===== src/hdl/pix_pkg.sv =====
`default_nettype none

package pix_pkg;

    // ======================================================================
    // Sensor pixel format
    // ======================================================================
    localparam int PIX_WIDTH = 12;

    typedef logic [PIX_WIDTH-1:0] pix_t;

    // One sample of the parallel sensor bus
    typedef struct packed {
        logic fv;
        logic lv;
        pix_t d;
    } sensor_t;

    // ======================================================================
    // Pixel statistics
    // ======================================================================
    // Top bits that classify a pixel as highlight or shadow
    localparam int STAT_BITS = 7;

    // Column and row counters of the subsample grid
    localparam int GRID_BITS = 2;

    typedef logic [17:0] stat_count_t;

endpackage

`default_nettype wire


===== src/hdl/frame_pkg.sv =====
`default_nettype none

package frame_pkg;
    import pix_pkg::*;

    // ======================================================================
    // Stream words and record layout
    // ======================================================================
    localparam int WORD_WIDTH = 16;
    typedef logic [WORD_WIDTH-1:0] word_t;

    localparam int HEADER_WORDS = 4;
    typedef logic [HEADER_WORDS*WORD_WIDTH-1:0] header_t;

    localparam int CHECKSUM_WORDS = 2;

    // Image store and FIFO sizes
    localparam int STORE_DEPTH = 1024;
    localparam int ADDR_WIDTH = 10;
    typedef logic [ADDR_WIDTH:0] count_t;

    localparam int FIFO_DEPTH = 16;

    typedef struct packed {
        logic  write;
        word_t data;
    } stream_t;

    // ======================================================================
    // Fletcher-32 checksum as two sums or as two record words
    // ======================================================================
    typedef struct packed {
        word_t sum_b;
        word_t sum_a;
    } fletcher_t;

    typedef struct packed {
        word_t hi;
        word_t lo;
    } checksum_words_t;

    typedef union packed {
        fletcher_t       sums;
        checksum_words_t words;
    } checksum_u;

    // ======================================================================
    // Command and status
    // ======================================================================
    typedef struct packed {
        logic    capture_req;
        logic    readout_req;
        header_t header;
    } cmd_t;

    typedef struct packed {
        count_t      word_count;
        stat_count_t highlight_count;
        stat_count_t shadow_count;
    } status_t;

endpackage

`default_nettype wire


===== src/hdl/stream_fifo.sv =====
`timescale 1ns/100ps
`default_nettype none

module stream_fifo
    import frame_pkg::*;
(
    input  wire logic    clk,
    input  wire logic    arst_n,
    input  wire stream_t stream,
    output logic         fifo_ready,
    input  wire logic    fifo_take,
    output word_t        fifo_data
);

    typedef logic [$clog2(FIFO_DEPTH)-1:0] ptr_t;
    typedef logic [$clog2(FIFO_DEPTH):0] level_t;

    word_t  mem [FIFO_DEPTH];
    ptr_t   wr_ptr;
    ptr_t   rd_ptr;
    level_t count;
    logic   do_write;
    logic   do_read;

    // Writes into a full buffer are dropped
    assign do_write   = stream.write && (count != level_t'(FIFO_DEPTH));
    assign do_read    = fifo_ready && fifo_take;
    assign fifo_ready = (count != '0);
    assign fifo_data  = mem[rd_ptr];

    always_ff @(posedge clk) begin
        if (do_write) begin
            mem[wr_ptr] <= stream.data;
        end
    end

    always_ff @(posedge clk or negedge arst_n) begin
        if (!arst_n) begin
            wr_ptr <= '0;
            rd_ptr <= '0;
            count  <= '0;
        end else begin
            if (do_write) begin
                wr_ptr <= wr_ptr + 1'b1;
            end
            if (do_read) begin
                rd_ptr <= rd_ptr + 1'b1;
            end
            case ({do_write, do_read})
                2'b10:   count <= count + 1'b1;
                2'b01:   count <= count - 1'b1;
                default: ;
            endcase
        end
    end

endmodule

`default_nettype wire


===== config.mk =====
export PLATFORM = sky130hd
export DESIGN_NAME = stream_fifo
export DESIGN_NICKNAME = d
export VERILOG_FILES = /design/src/hdl/pix_pkg.sv /design/src/hdl/frame_pkg.sv /design/src/hdl/stream_fifo.sv
export SDC_FILE = /design/constraint.sdc
export NUM_CORES = 1
export LEC_CHECK = 0
export BUFFER_PORTS_ARGS = -buffer_cell sky130_fd_sc_hd__buf_2
export CORE_ASPECT_RATIO = 2
export CORE_MARGIN = 4
export CORE_UTILIZATION = 60
export DETAILED_ROUTE_END_ITERATION = 12
export GPL_ROUTABILITY_DRIVEN = 0
export PLACE_DENSITY = 0.8
export SLEW_MARGIN = 30
export SYNTH_ARGS = -nofsm -noshare
export SYNTH_HDL_FRONTEND = slang
export SYNTH_SLANG_ARGS = --single-unit

===== constraint.sdc =====
create_clock -name clk -period 3.36 [get_ports clk]
set_input_delay 0.336 -clock clk [delete_from_list [all_inputs] [get_ports clk]]
set_output_delay 0.336 -clock clk [all_outputs]
set_load 0.01 [all_outputs]

# == Word level (Yosys, flattened, before mapping) ==
# Memory sizes are Yosys's and may differ from the RTL's.
# Cells that the tools add are included.
# W data, S select, Z words.
# totals
regBits,13
latch_bits,0
ramBits,256
mem_bits_ro,0
output_inout_bits,17
word_cells,18
mem_count,1
# mem_list
memory,depth,word_bits,rd,rd_ports_with_merged_regs,write_ports,line_no,rtl
mem,16,16,1,0,1,stream_fifo.sv:18,word_t mem [FIFO_DEPTH];
# classes
addsub,4
mul,0
div,0
order_cmp,0
n_eq_ne,3
shift,0
n_mux,3
bitwise,0
n_reduce_logical,4
# ops
op,n
$pmux W5 S2,1
$add A4 B1 Y4 const B,2
$add A5 B1 Y5 const B,1
$ne A5 B5 Y1 const B,1
$reduce_bool A5 Y1,1
$sub A5 B1 Y5 const B,1
$eq A2 B1 Y1 const B,1
$eq A2 B2 Y1 const B,1
$logic_and A1 B1 Y1,2
$mux W1,2
$reduce_bool A2 Y1,1

# == Depth between registers and ports, before layout ==
# Gate-level depths: netlist (run 1).
# logic_depth
ltp_word,4
ltp_mapped,12
ltp_nobuf,11

# == Least setup slack after synthesis (run 1) ==
# No wires, ideal clock.
# synth_timing
kind,reg2reg
start,register count[0]
end,register count[4]
t_arrival_ns,2.523
required_ns,3.237
path_slack_ns,0.714
stages_incl_launch_ff,12
cell_sequence,dfrtp_1 -> nor4_4 -> nand2b_2 -> and2_4 -> buf_6 -> ha_1 -> ha_1 -> nor2b_1 -> o21ai_0 -> a21oi_1 -> or3b_1 -> xnor2_1
# synth_via
elab_chain_cells,4
word_cells_on_any_way,10
classes_between,add/sub: 2; eq/ne: 3; mux: 1; reduce/logical: 4
# synth_lines
item,line_no,rtl
from (decl),stream_fifo.sv:21,level_t count;
from (signal assigned),stream_fifo.sv:50,2'b10: count <= count + 1'b1;
from (signal assigned),stream_fifo.sv:51,2'b01: count <= count - 1'b1;
$reduce_bool A5 Y1 *,stream_fifo.sv:28,assign fifo_ready = (count != '0);
via fifo_ready,stream_fifo.sv:10,"output logic fifo_ready,"
$logic_and A1 B1 Y1 *,stream_fifo.sv:27,assign do_read = fifo_ready && fifo_take;
via do_read,stream_fifo.sv:23,logic do_read;
$eq A2 B1 Y1 / $eq A2 B2 Y1 (equally long branches),stream_fifo.sv:49,"case ({do_write, do_read})"
$pmux W5 S2 / $reduce_bool A2 Y1 (equally long branches),--,
# Mark *: on every way through the listed nets, which the timed path passes. The rest lies on a longest branch.
# A chain may end at the register's enable or synchronous reset.

# == Worst setup path after layout (run 1) ==
# layout_timing
start,register rd_ptr[0]
end,output fifo_data[13]
# layout_via
elab_chain_cells,1
# layout_lines
item,line_no,rtl
from (decl),stream_fifo.sv:20,ptr_t rd_ptr;
from (signal assigned),stream_fifo.sv:47,rd_ptr <= rd_ptr + 1'b1;
$mem_v2 Z16 W16,--,
to (decl),stream_fifo.sv:12,output word_t fifo_data
# Every way passes these cells.

==> results of run 1 <==
-- worst register-to-register path, cell delays in order, from the launching register on --
cell	delay, ps
sky130_fd_sc_hd__dfrtp_1	450
sky130_fd_sc_hd__nor4_4	350
sky130_fd_sc_hd__nand2b_2	120
sky130_fd_sc_hd__and2_4	200
sky130_fd_sc_hd__ha_1	230
sky130_fd_sc_hd__ha_1	340
sky130_fd_sc_hd__nor2b_1	140
sky130_fd_sc_hd__o21ai_0	220
sky130_fd_sc_hd__a21oi_1	110
sky130_fd_sc_hd__or3b_1	400
sky130_fd_sc_hd__xnor2_1	210
-- final cells by class --
cell class,instances,share of cell area [%]
repair buffers,61,3.38
clock inverters,12,1.32
flip-flops and latches,269,66.5
well taps,213,2.21
multi-input cells,243,21.4
clock buffers,28,4.93
inverters,8,0.249
-- state kept, by name, indices dropped and copies added, names as in the netlist --
signal	count
count	5
mem	256
rd_ptr	4
wr_ptr	4
-- layout by cell type, fill, tap and decap left out, types with 2 or more instances in the layout --
cell and count:
sky130_fd_sc_hd__clkinv_1 4, sky130_fd_sc_hd__and2_4 2, sky130_fd_sc_hd__a21oi_1 2, sky130_fd_sc_hd__buf_12 3, sky130_fd_sc_hd__nor3_2 4, sky130_fd_sc_hd__buf_2 36, sky130_fd_sc_hd__buf_4 21, sky130_fd_sc_hd__clkbuf_16 23
sky130_fd_sc_hd__ha_1 9, sky130_fd_sc_hd__dfrtp_1 12, sky130_fd_sc_hd__mux4_2 32, sky130_fd_sc_hd__a221oi_2 25, sky130_fd_sc_hd__clkinv_2 3, sky130_fd_sc_hd__clkbuf_1 5, sky130_fd_sc_hd__bufinv_16 4, sky130_fd_sc_hd__xnor2_1 7
sky130_fd_sc_hd__inv_1 8, sky130_fd_sc_hd__nand2_1 25, sky130_fd_sc_hd__nand2b_1 2, sky130_fd_sc_hd__nand3_1 2, sky130_fd_sc_hd__edfxtp_1 256, sky130_fd_sc_hd__a22oi_1 16, sky130_fd_sc_hd__mux2i_1 65, sky130_fd_sc_hd__o21ai_0 20
sky130_fd_sc_hd__a221oi_1 7, sky130_fd_sc_hd__nor2_1 12, sky130_fd_sc_hd__xor2_1 3
-- cell families (layout without fill, tap and decap cells) --
kind of cell,after synthesis,after routing
fa+ha+maj,10,10
simple gates,53,53
xor+xnor,10,10
buf+inv,40,109
mux,98,98
flops,269,269
compound gates,72,72
-- report_power, final --
part           switching, mW  internal (mW)
Clock                   1.11           1.56
Sequential             0.279           4.07
Combinational           1.96           1.42
-- layer usage --
| metal | vias to the layer above | global-route usage [%] | wire length, um |
|---|---|---|---|
| met5 | - | 0 | 12 |
| met4 | 2 | 10.5 | 1110 |
| met3 | 69 | 3.53 | 1290 |
| met2 | 206 | 39.3 | 12000 |
| met1 | 2810 | 28.9 | 7990 |
| li1 | 2347 | - | - |
-- stage by stage --
stage,instances,instance area [um^2]
after floorplan,552,10900
after CTS,834,12100
after detailed placement,793,11300
final,834,12100
after global routing,834,12100
after global placement,793,11300
-- path summary, 6_finish.rpt --
path | start | endpoint
max | rd_ptr[0]$_DFFE_PN0P_ | fifo_data[13]
max in group asynchronous | arst_n | rd_ptr[0]$_DFFE_PN0P_
min | stream[0] | mem[5][0]$_DFFE_PP_
max reg2reg | count[0]$_DFFE_PN0P_ | count[4]$_DFFE_PN0P_
min reg2reg | count[4]$_DFFE_PN0P_ | count[4]$_DFFE_PN0P_
min in group asynchronous | arst_n | count[0]$_DFFE_PN0P_
-- cells in the mapped netlist (all sizes together) --
cell	n	area [um^2]
a21boi	1	11.3
a21o	1	7.51
a21oi	2	10.0
a221oi	32	437
a22oi	16	120
and2	2	17.5
buf	25	245
clkbuf	7	26.3
dfrtp	13	325
edfxtp	256	7690
fa	1	20.0
ha	9	113
inv	8	30.0
mux2	1	15.0
mux2i	65	651
mux4	32	721
nand2	25	93.8
nand2b	3	21.3
nand3	2	10.0
nand4	1	6.26
nor2	12	45.0
nor2b	2	20.0
nor3	4	20.0
nor4	1	21.3
o21ai	20	100
or3b	1	8.76
xnor2	7	61.3
xor2	3	26.3
-- timing repair --
| action | in CTS | in global routing |
|---|---|---|
| hold buffers | 1 | 0 |
| hold endpoints to repair | 13 | 0 |
| gates resized for setup | 0 | 0 |
==> run metrics, run 1 <==
aggregate negative setup slack=0 ps; GR Util All Layers=a little under a quarter; cell area power density=roughly 860 nW/um^2; type of element launching the critical path=flop; required time of the critical path=3020 ps; clock-pin transition on the worst setup and hold timing paths=about 70 ps; half-perimeter wire length after detailed placement=13,800 um; area taken by multi-input logic gates=roughly 2600 um^2; Avg Synthesized Cell Area=approximately 20 um^2; number of rows in the core area=approximately 70; final setup skew=between 20 and 25 ps; worst hold-check slack=~200 ps; DRT iter0 DRCs=~370; largest family of logic cells by synthesized area=multiplexers; Max stage delay on crit path=~670 ps; cell area after technology mapping=between 10,000 and 15,000 um^2; Die Area=about 20,000 um^2; H-tree Lvls=1; final setup margin=about 370 ps; Max IR drop VDD=612 uV; cell with the biggest individual delay on the critical path=sky130_fd_sc_hd__dfrtp_4; residual overflow from global routing=0; total setup buffers inserted after CTS=0; Post-Syn Instances=roughly 550; RSZ-0062 raised after global routing=false; Post-Synth Adder-Cell Area=between 1 and 1.5%; Fmax=roughly 330 MHz; mux cell area share after synthesis=about 13%; antenna violations before repair=1; DRT Wirelength=roughly 22,000 um; number of CTS-inserted buffers=22; worst-path fanout max=50; effective utilization at floorplan=about three fifths; final net count=roughly 640; static power due to leakage=~4.2 nW; worst setup timing slack at the placement stage=564 ps; clock tree root buffer cell=sky130_fd_sc_hd__clkbuf_16; worst-path cell chain=buf_12, mux4_2, a22oi_1, nand2_1, buf_2; WP data arrival=between 2000 and 3000 ps; core utilization of the finished layout=67.8%; via count of the routed design=roughly 5.4k; TritonCTS sink count=about 270; remaining antenna violation count after routing=0; router iterations before antenna repair=5; insertion delay to the later sink of the worst-skew pair=between 500 and 600 ps; Period Utilization, post-route=between 80% and 90%; count of cell instances traversed by the critical path=5; largest net degree at the start of global routing=between 50 and 60; Rel. slew slack=approximately 35%; Ys Warns=0; total power of the final layout=about 10 mW; core box area=17,800 um^2; setup slack on the worst flop-to-flop path=a little under 500 ps; number of design rule violations left after detail routing=0; count of different cell masters after synthesis=36; die height=slightly below 200 um; buffers from clock root to sink, at most=3; sequential share of the synthesized area=about three quarters; Seq cells post-synth=approximately 270; time the final worst path needs with I/O delays and setup=2990 ps; critical path endpoint category=output port; final antenna diode count=0; number of fill cells=1,085; number of hold-slack violations in the final timing report=0; worst reg2reg path depth=10; CTS tree=done; post-detailed-route wirelength per cell=approximately 27 um; vias per cell=~6.5; number of cells traversed by the worst hold path=1; number of endpoints failing setup at the final stage=0; category of cells accounting for the largest share of critical-path delay=flip-flops; crit path kind=reg -> out; compound-gate portion of the synthesized area=between 6 and 7%; post-synth net total=582; share of the synthesized netlist area taken by xor and xnor gates=less than 1%; I/O Buffers=36; count of final max-slew check failures=0; number of top-level design ports=37; status=finished, final reports clean; area taken by flip-flops and latches=about 8000 um^2; relative area change from synthesis to final layout=10.9%; Crit path buffers/inverters=2; fraction of layout cells with a size suffix above 1=between 20% and 30%; number of global-route vias before repair=around 5.8k; worst hold path class=in -> reg; slew at the pin with the worst max-slew slack=~980 ps; first-pass GRT wire length=~35,000 um; width of the chip=103 um; max-cap viol count=0; area fraction in and, or, nand and nor cells after synthesis=approximately 2.4%
No activity file was read; power rests on OpenSTA's default activity.
==> run 2, diff against run 1 <==
ABC_AREA = 1   (was default)
CTS_CLUSTER_DIAMETER = 200   (was default)
SKIP_LAST_GASP = 1   (was default)
==> run 2 against run 1 <==
Against the previous run: clock skew fell by 7.8 ps; largest cell class unchanged; maximum frequency rose by 2.3%; area after synthesis increased by 6.6%; combinational power grew 13%; sequential share of layout area fell by 3.2 points; flip-flop and latch count unchanged; utilization shrank 0.82 points.
==> run metrics, run 2 <==
max-cap viol count=0 (unchanged); Period Utilization, post-route=86.9% (-2.0 points); RSZ-0062 raised after global routing=false; final antenna diode count=0 (unchanged); final setup skew=13.1 ps (-7.84 ps); quantity of gates resized following cts=0 (unchanged); Post-Syn Instances=1,117 (+100%); largest net degree at the start of global routing=162 (+220%); number of top-level design ports=37 (unchanged); leading cell types in the layout, fill and taps excluded=439 x sky130_fd_sc_hd__nand2_1, 256 x sky130_fd_sc_hd__edfxtp_1, 114 x sky130_fd_sc_hd__inv_1, 101 x sky130_fd_sc_hd__nand3_1, 99 x sky130_fd_sc_hd__nor2_1; aggregate negative setup slack=0 ps (unchanged); slew at the pin with the worst max-slew slack=783 ps (-198 ps); H-tree Lvls=1 (unchanged); Sw Share=38.4% (+6.3 points); TritonCTS sink count=269 (unchanged); relative area change from synthesis to final layout=9.32%; antenna violations before repair=0 (-1); R2R Path End=count[4]$_DFFE_PN0P_; most instantiated cells after synthesis=439 x sky130_fd_sc_hd__nand2_1, 256 x sky130_fd_sc_hd__edfxtp_1, 115 x sky130_fd_sc_hd__nor2_1; first-pass GRT wire length=41,400 um (+20%); via count of the routed design=7,701 (+42%); time the final worst path needs with I/O delays and setup=2920 ps (-67.5 ps); worst reg2reg path depth=15 (+5); number of CTS-inserted buffers=21 (-4.5%); number of flip-flops in the largest register=256 (unchanged); core box area=18,900 um^2 (+6.4%); worst hold path class=in -> reg; Gate power share=37.3% (+4.8 points); number of global-route vias before repair=7,815 (+36%); Fmax=343 MHz (+2.3%); number of endpoints failing setup at the final stage=0 (unchanged); static power due to leakage=5.28 nW (+27%); total setup buffers inserted after CTS=0 (unchanged); Seq cells post-synth=269 (unchanged); top flop regs=mem: 256 flops, count: 5 flops; effective utilization at floorplan=61.2% (+0.11 points); first element of the critical path=rd_ptr[0]$_DFFE_PN0P_; cell area power density=811 nW/um^2 (-6.0%); biggest area contributors in the synthesized netlist=sky130_fd_sc_hd__edfxtp_1 66%, sky130_fd_sc_hd__nand2_1 14%, sky130_fd_sc_hd__nand3_1 4.4%; router iterations before antenna repair=5 (unchanged); post-detailed-route wirelength per cell=18.5 um (-31%); clock tree root buffer cell=sky130_fd_sc_hd__clkbuf_16; number of hold-repair buffers added at the cts stage=1 (unchanged); register name with the most flops=mem; I/O Buffers=36 (unchanged); required time of the critical path=3020 ps (about the same); design internal power=6.33 mW (-10%); half-perimeter wire length after detailed placement=16,400 um (+19%); Async S/R FF share, synth=4.83% (unchanged); DRT Wirelength=26,200 um (+17%); sequential share of the synthesized area=69.2% (-4.6 points); fraction of power consumed by the clock network=22.1% (-3.6 points); width of the chip=106 um (+3.0%); type of element launching the critical path=flop; library cell with the highest instance count after synthesis=sky130_fd_sc_hd__nand2_1; clock-pin transition on the worst setup and hold timing paths=70 ps (about the same); FF-to-FF Start=count[0]$_DFFE_PN0P_; vias per cell=5.43 (-17%); remaining antenna violation count after routing=0 (unchanged); number of enable-type register cells in the synthesized netlist=256 (unchanged); fraction of layout cells with a size suffix above 1=9.04% (-17 points); setup slack on the worst flop-to-flop path=1030 ps (+540 ps); total power of the final layout=10.3 mW (-1.2%); insertion delay to the later sink of the worst-skew pair=500 ps (about the same); count of different cell masters after synthesis=22 (-39%); critical path endpoint category=output port; cell area after technology mapping=11,600 um^2 (+6.6%); number of hold-slack violations in the final timing report=0 (unchanged); die height=205 um (+3.1%); final net count=1,177 (+85%); crit path kind=reg -> out; number of design rule violations left after detail routing=0 (unchanged); most frequent standard cell in the layout excluding fill and tap cells=sky130_fd_sc_hd__nand2_1; Worst Setup EP=fifo_data[9]; Ys Warns=0 (unchanged); area share of the largest cell type after synthesis=66.3% (-4.4 points); worst-path fanout max=52 (+4.0%); Max IR drop VDD=601 uV (-1.8%); number of rows in the core area=71 (+2.9%); DRT iter0 DRCs=693 (+86%); Avg Synthesized Cell Area=10.4 um^2 (-47%); Rel. slew slack=47.8% (+13 points); post-synth net total=1,147 (+97%); GR Util All Layers=25.1% (+2.0 points); residual overflow from global routing=0 (unchanged); Post-synth top flop=sky130_fd_sc_hd__edfxtp_1; WP data arrival=2580 ps (-70 ps); sequential share of power=40.6% (-1.2 points); largest area contributor in the netlist=sky130_fd_sc_hd__edfxtp_1; net load switching power=3.95 mW (+18%); count of final max-slew check failures=0 (unchanged); CTS tree=done; Die Area=21,700 um^2 (+6.2%); status=finished, final reports clean; buffers from clock root to sink, at most=3 (unchanged)
-- run 2: changes by cell type after synthesis, sizes merged, moves of 6 or more --
cell / before / now
nand2: 25 / 440
inv: 8 / 117
nor2: 12 / 116
nand3: 2 / 101
mux2i: 65 / 0
a221oi: 32 / 0
mux4: 32 / 0
buf: 25 / 46
a22oi: 16 / 0
o21ai: 20 / 5
clkbuf: 7 / 1
-- run 2: final cells by class --
cell class,count,area (um^2)
clock buffers,25,551
repair buffers,54,343
fillers,1377,6260
well taps,255,319
flip-flops and latches,269,8020
multi-input cells,684,2930
clock inverters,13,65.1
inverters,117,442
-- run 2: metal layers --
metal | up-vias | part of all wire [%] | track usage (%)
met5 | - | 0 | 0
met4 | 0 | 4.0 | 11.4
met3 | 71 | 5.8 | 2.59
met2 | 316 | 55 | 46.2
met1 | 3661 | 35 | 29.4
li1 | 3653 | - | -
-- run 2: logic make-up after synthesis --
| group | after synthesis | synth area share (%) |
|---|---|---|
| adder cells (fa/ha/maj) | 10 | 1.14 |
| flip-flops | 269 | 69.2 |
| buffers and inverters | 164 | 6.20 |
| AO/OA/AOI/OAI | 5 | 0.216 |
| AND/OR/NAND/NOR | 661 | 22.7 |
| XOR/XNOR | 8 | 0.605 |
-- run 2: worst min path at each step --
stage	from	to	slack [ps]	cells after the start
2_1_floorplan	arst_n	count[0]$_DFFE_PN0P_	40	0
3_3_place_gp	arst_n	wr_ptr[1]$_DFFE_PN0P_	250	1
3_5_place_dp	arst_n	wr_ptr[1]$_DFFE_PN0P_	250	1
4_1_cts	stream[16]	wr_ptr[1]$_DFFE_PN0P_	180	4
5_1_grt	stream[16]	wr_ptr[0]$_DFFE_PN0P_	200	3
6_report	stream[16]	wr_ptr[1]$_DFFE_PN0P_	180	4
-- run 2: per-stage QoR --
step	instance area (um^2)	instances	hold WS (ps)	setup slack [ps]	utilization, %
global placement	12000	1378	248	983	63.4
CTS	12700	1417	179	433	66.9
detailed placement	12000	1378	250	999	63.6
global route	12700	1417	195	356	66.9
floorplan	11600	1117	40.4	1270	-
finish	12700	1417	179	442	66.9
-- run 2: power groups by stage --
stage	sequential, mW	clock (mW)	combinational, mW
after floorplan	4.21	0	2.61
after global placement	4.24	0	3.75
after detailed placement	4.25	0	3.84
after CTS	4.18	2.28	3.86
after global routing	4.21	2.44	4.27
final	4.17	2.27	3.83
-- run 2: worst max-delay path, stage by stage (launching register included) --
cell and delay (ps):
sky130_fd_sc_hd__dfrtp_4 510, sky130_fd_sc_hd__inv_4 420, sky130_fd_sc_hd__buf_12 310, sky130_fd_sc_hd__nand2_1 100, sky130_fd_sc_hd__nand3_1 110, sky130_fd_sc_hd__nand2_1 70, sky130_fd_sc_hd__nor2_1 180, sky130_fd_sc_hd__nand2_1 90
sky130_fd_sc_hd__nand2_1 100, sky130_fd_sc_hd__buf_2 150
==> run 3, diff against run 2 <==
CORE_UTILIZATION = 56   (was 60)
PLACE_DENSITY = 0.78   (was 0.8)
SLEW_MARGIN = 20   (was 30)
clock period = 2.6 ns   (was 3.36 ns; I/O delays follow)
==> run 3 against run 2 <==
Against the previous run: routed wire length grew 7.8%; count of clock-buffer cells in the layout is the same; global-route usage grew 0.46 points; utilization shrank 2.8 points; die area grew 6.7%; cell area grew 3.2%; first-iteration DRC count grew 11%; non-clock buffer count grew 33; worst hold slack lost 55 ps; clock power grew 44%; critical endpoint is now fifo_data[13]; highest routed layer unchanged.
==> run metrics, run 3 (synthesis results as in run 2) <==
most frequent standard cell in the layout excluding fill and tap cells=sky130_fd_sc_hd__nand2_1; final setup margin=107 ps (-335 ps); critical path endpoint category=output port; worst-path fanout max=35 (-33%); number of top-level design ports=37 (unchanged); register name with the most flops=mem; DRT Wirelength=28,200 um (+7.8%); number of design rule violations left after detail routing=0 (unchanged); remaining antenna violation count after routing=0 (unchanged); placed insts=1,417 (+2.8%); insertion delay to the later sink of the worst-skew pair=520 ps (+20 ps); worst-path cell chain=inv_6, buf_12, nand2_1, nand3_1, nand2_1, nor2_1, nand2_1, nand2_1, buf_2; area post-placement=12,300 um^2 (+2.0%); number of flip-flops in the largest register=256 (unchanged); cell area power density=1080 nW/um^2 (+33%); fraction of layout cells with a size suffix above 1=11.9% (+2.9 points); final net count=1,211 (+2.9%); Max IR drop VDD=803 uV (+34%); required time of the critical path=2340 ps (-680 ps); die height=211 um (+3.4%); vias per cell=5.41 (-0.45%); worst setup timing slack at the placement stage=380 ps (-619 ps); number of fill cells=1,525 (+11%); half-perimeter wire length after detailed placement=18,300 um (+12%); Hold Startpoint=stream[16]; via count of the routed design=7,915 (+2.8%); effective utilization at floorplan=56.9% (-4.4 points); Max stage delay on crit path=550 ps (+40 ps); WP data arrival=2230 ps (-350 ps); number of CTS-inserted buffers=22 (+4.8%); core box area=20,400 um^2 (+7.7%); largest net degree at the start of global routing=36 (-78%); design area=13,100 um^2 (+3.2%); buffers from clock root to sink, at most=3 (unchanged); time the final worst path needs with I/O delays and setup=2490 ps; FF-to-FF Start=count[0]$_DFFE_PN0P_; RSZ-0062 raised after global routing=true; cell with the biggest individual delay on the critical path=sky130_fd_sc_hd__dfrtp_4; setup slack on the worst flop-to-flop path=340 ps (-690 ps); number of global-route vias before repair=8,210 (+5.1%); Min-Delay Endpoint=wr_ptr[1]$_DFFE_PN0P_; number of hold-slack violations in the final timing report=0 (unchanged); Crit path buffers/inverters=3 (unchanged); Fmax=about 400 MHz; post-detailed-route wirelength per cell=19.3 um (+4.4%); final setup skew=10.5 ps (-2.58 ps); static power due to leakage=5.52 nW (+4.5%); first-pass GRT wire length=43,900 um (+5.9%); number of cells traversed by the worst hold path=4 (unchanged); Period Utilization, post-route=a little over nine tenths; number of rows in the core area=74 (+4.2%); leading cell types in the layout, fill and taps excluded=439 x sky130_fd_sc_hd__nand2_1, 256 x sky130_fd_sc_hd__edfxtp_1, 114 x sky130_fd_sc_hd__inv_1, 101 x sky130_fd_sc_hd__nand3_1, 97 x sky130_fd_sc_hd__nor2_1; clock-pin transition on the worst setup and hold timing paths=70 ps (about the same); DRT iter0 DRCs=766 (+11%); final antenna diode count=0 (unchanged); TritonCTS sink count=269 (unchanged); final standard cell count with taps included and fillers excluded=1,463 (+3.2%); clock tree root buffer cell=sky130_fd_sc_hd__clkbuf_16; R2R Path End=count[4]$_DFFE_PN0P_; antenna violations before repair=1 (+1); Die Area=23,200 um^2 (+6.7%); top flop regs=mem: 256 flops, count: 5 flops; worst hold path class=in -> reg; total power of the final layout=14.2 mW (+38%); count of final max-slew check failures=0 (unchanged); router iterations before antenna repair=6 (+1); residual overflow from global routing=0 (unchanged); category of cells accounting for the largest share of critical-path delay=simple AND/OR/NAND/NOR gates; slew at the pin with the worst max-slew slack=621 ps (-161 ps); worst hold-check slack=125 ps (-54.9 ps); core utilization of the finished layout=64.2% (-2.8 points); crit path kind=reg -> out; relative area change from synthesis to final layout=12.8%; width of the chip=110 um (+3.2%); H-tree Lvls=1 (unchanged); type of element launching the critical path=flop; max-cap viol count=0 (unchanged); most prevalent standard cell on the critical path=sky130_fd_sc_hd__nand2_1; CTS tree=done; number of endpoints failing setup at the final stage=0 (unchanged); status=finished, final reports clean; GR Util All Layers=25.6% (+0.46 points); I/O Buffers=36 (unchanged); Rel. slew slack=58.5% (+11 points); worst reg2reg path depth=15 (unchanged); aggregate negative setup slack=0 ps (unchanged)
run 3: changes by cell type in the layout (fill, tap and decap cells not counted), moves of 2 or more:
| cell | before | now |
|---|---|---|
| sky130_fd_sc_hd__buf_12 | 2 | 5 |
| sky130_fd_sc_hd__buf_4 | 15 | 43 |
| sky130_fd_sc_hd__bufinv_16 | 0 | 2 |
| sky130_fd_sc_hd__clkbuf_16 | 21 | 23 |
| sky130_fd_sc_hd__nor2_1 | 99 | 97 |
| sky130_fd_sc_hd__nor2_2 | 9 | 18 |
| sky130_fd_sc_hd__nor2_4 | 8 | 1 |
run 3: metal layers:
| metal | wire length (um) | GRT usage, % | share of wire (%) |
|---|---|---|---|
| met5 | 0 | 0 | 0 |
| met4 | 1770 | 15.1 | 6.3 |
| met3 | 1960 | 2.47 | 6.9 |
| met1 | 9280 | 28.8 | 33 |
| met2 | 15200 | 46.0 | 54 |
run 3: area by class of cell:
cell class | count | area [um^2] | share of cell area [%]
sequential | 269 | 8020 | 61.3
timing repair buffer | 87 | 673 | 5.15
multi-input combinational | 684 | 2900 | 22.2
clock buffer | 25 | 583 | 4.46
clock inverter | 15 | 119 | 0.909
inverter | 117 | 444 | 3.40
tap | 266 | 333 | 2.55
run 3: tightest hold or removal path, cell delays in order:
cell,delay [ps]
sky130_fd_sc_hd__buf_2,110
sky130_fd_sc_hd__nand2_2,120
sky130_fd_sc_hd__nand2_1,80
sky130_fd_sc_hd__nand2_1,50
run 3: worst max path at each step:
stage / startpoint / endpoint / slack (ps) / cells past startpoint
after floorplan: count[1]$_DFFE_PN0P_ / count[4]$_DFFE_PN0P_ / 510 / 11
after global placement: rd_ptr[0]$_DFFE_PN0P_ / fifo_data[15] / 420 / 9
after detailed placement: rd_ptr[0]$_DFFE_PN0P_ / fifo_data[15] / 380 / 9
after CTS: rd_ptr[0]$_DFFE_PN0P_ / fifo_data[0] / 20 / 9
after global routing: rd_ptr[0]$_DFFE_PN0P_ / fifo_data[8] / -9 / 9
final: rd_ptr[0]$_DFFE_PN0P_ / fifo_data[13] / 110 / 9
run 3: where the power goes:
part / switching [mW] / total, mW / internal [mW] / leakage [nW]
logic: 3.72 / 5.47 / 1.75 / 2.71
clock network: 1.45 / 3.26 / 1.81 / 0.345
registers: 0.207 / 5.43 / 5.22 / 2.47
total: 5.38 / 14.2 / 8.78 / 5.52
run 3: repair_timing:
action	4_1_cts	5_1_grt
buffers inserted	1	3
gates resized for setup	3	2
gates cloned	1	0
hold endpoints to repair	13	0
endpoints found under the setup margin	15	13
hold buffers	1	0
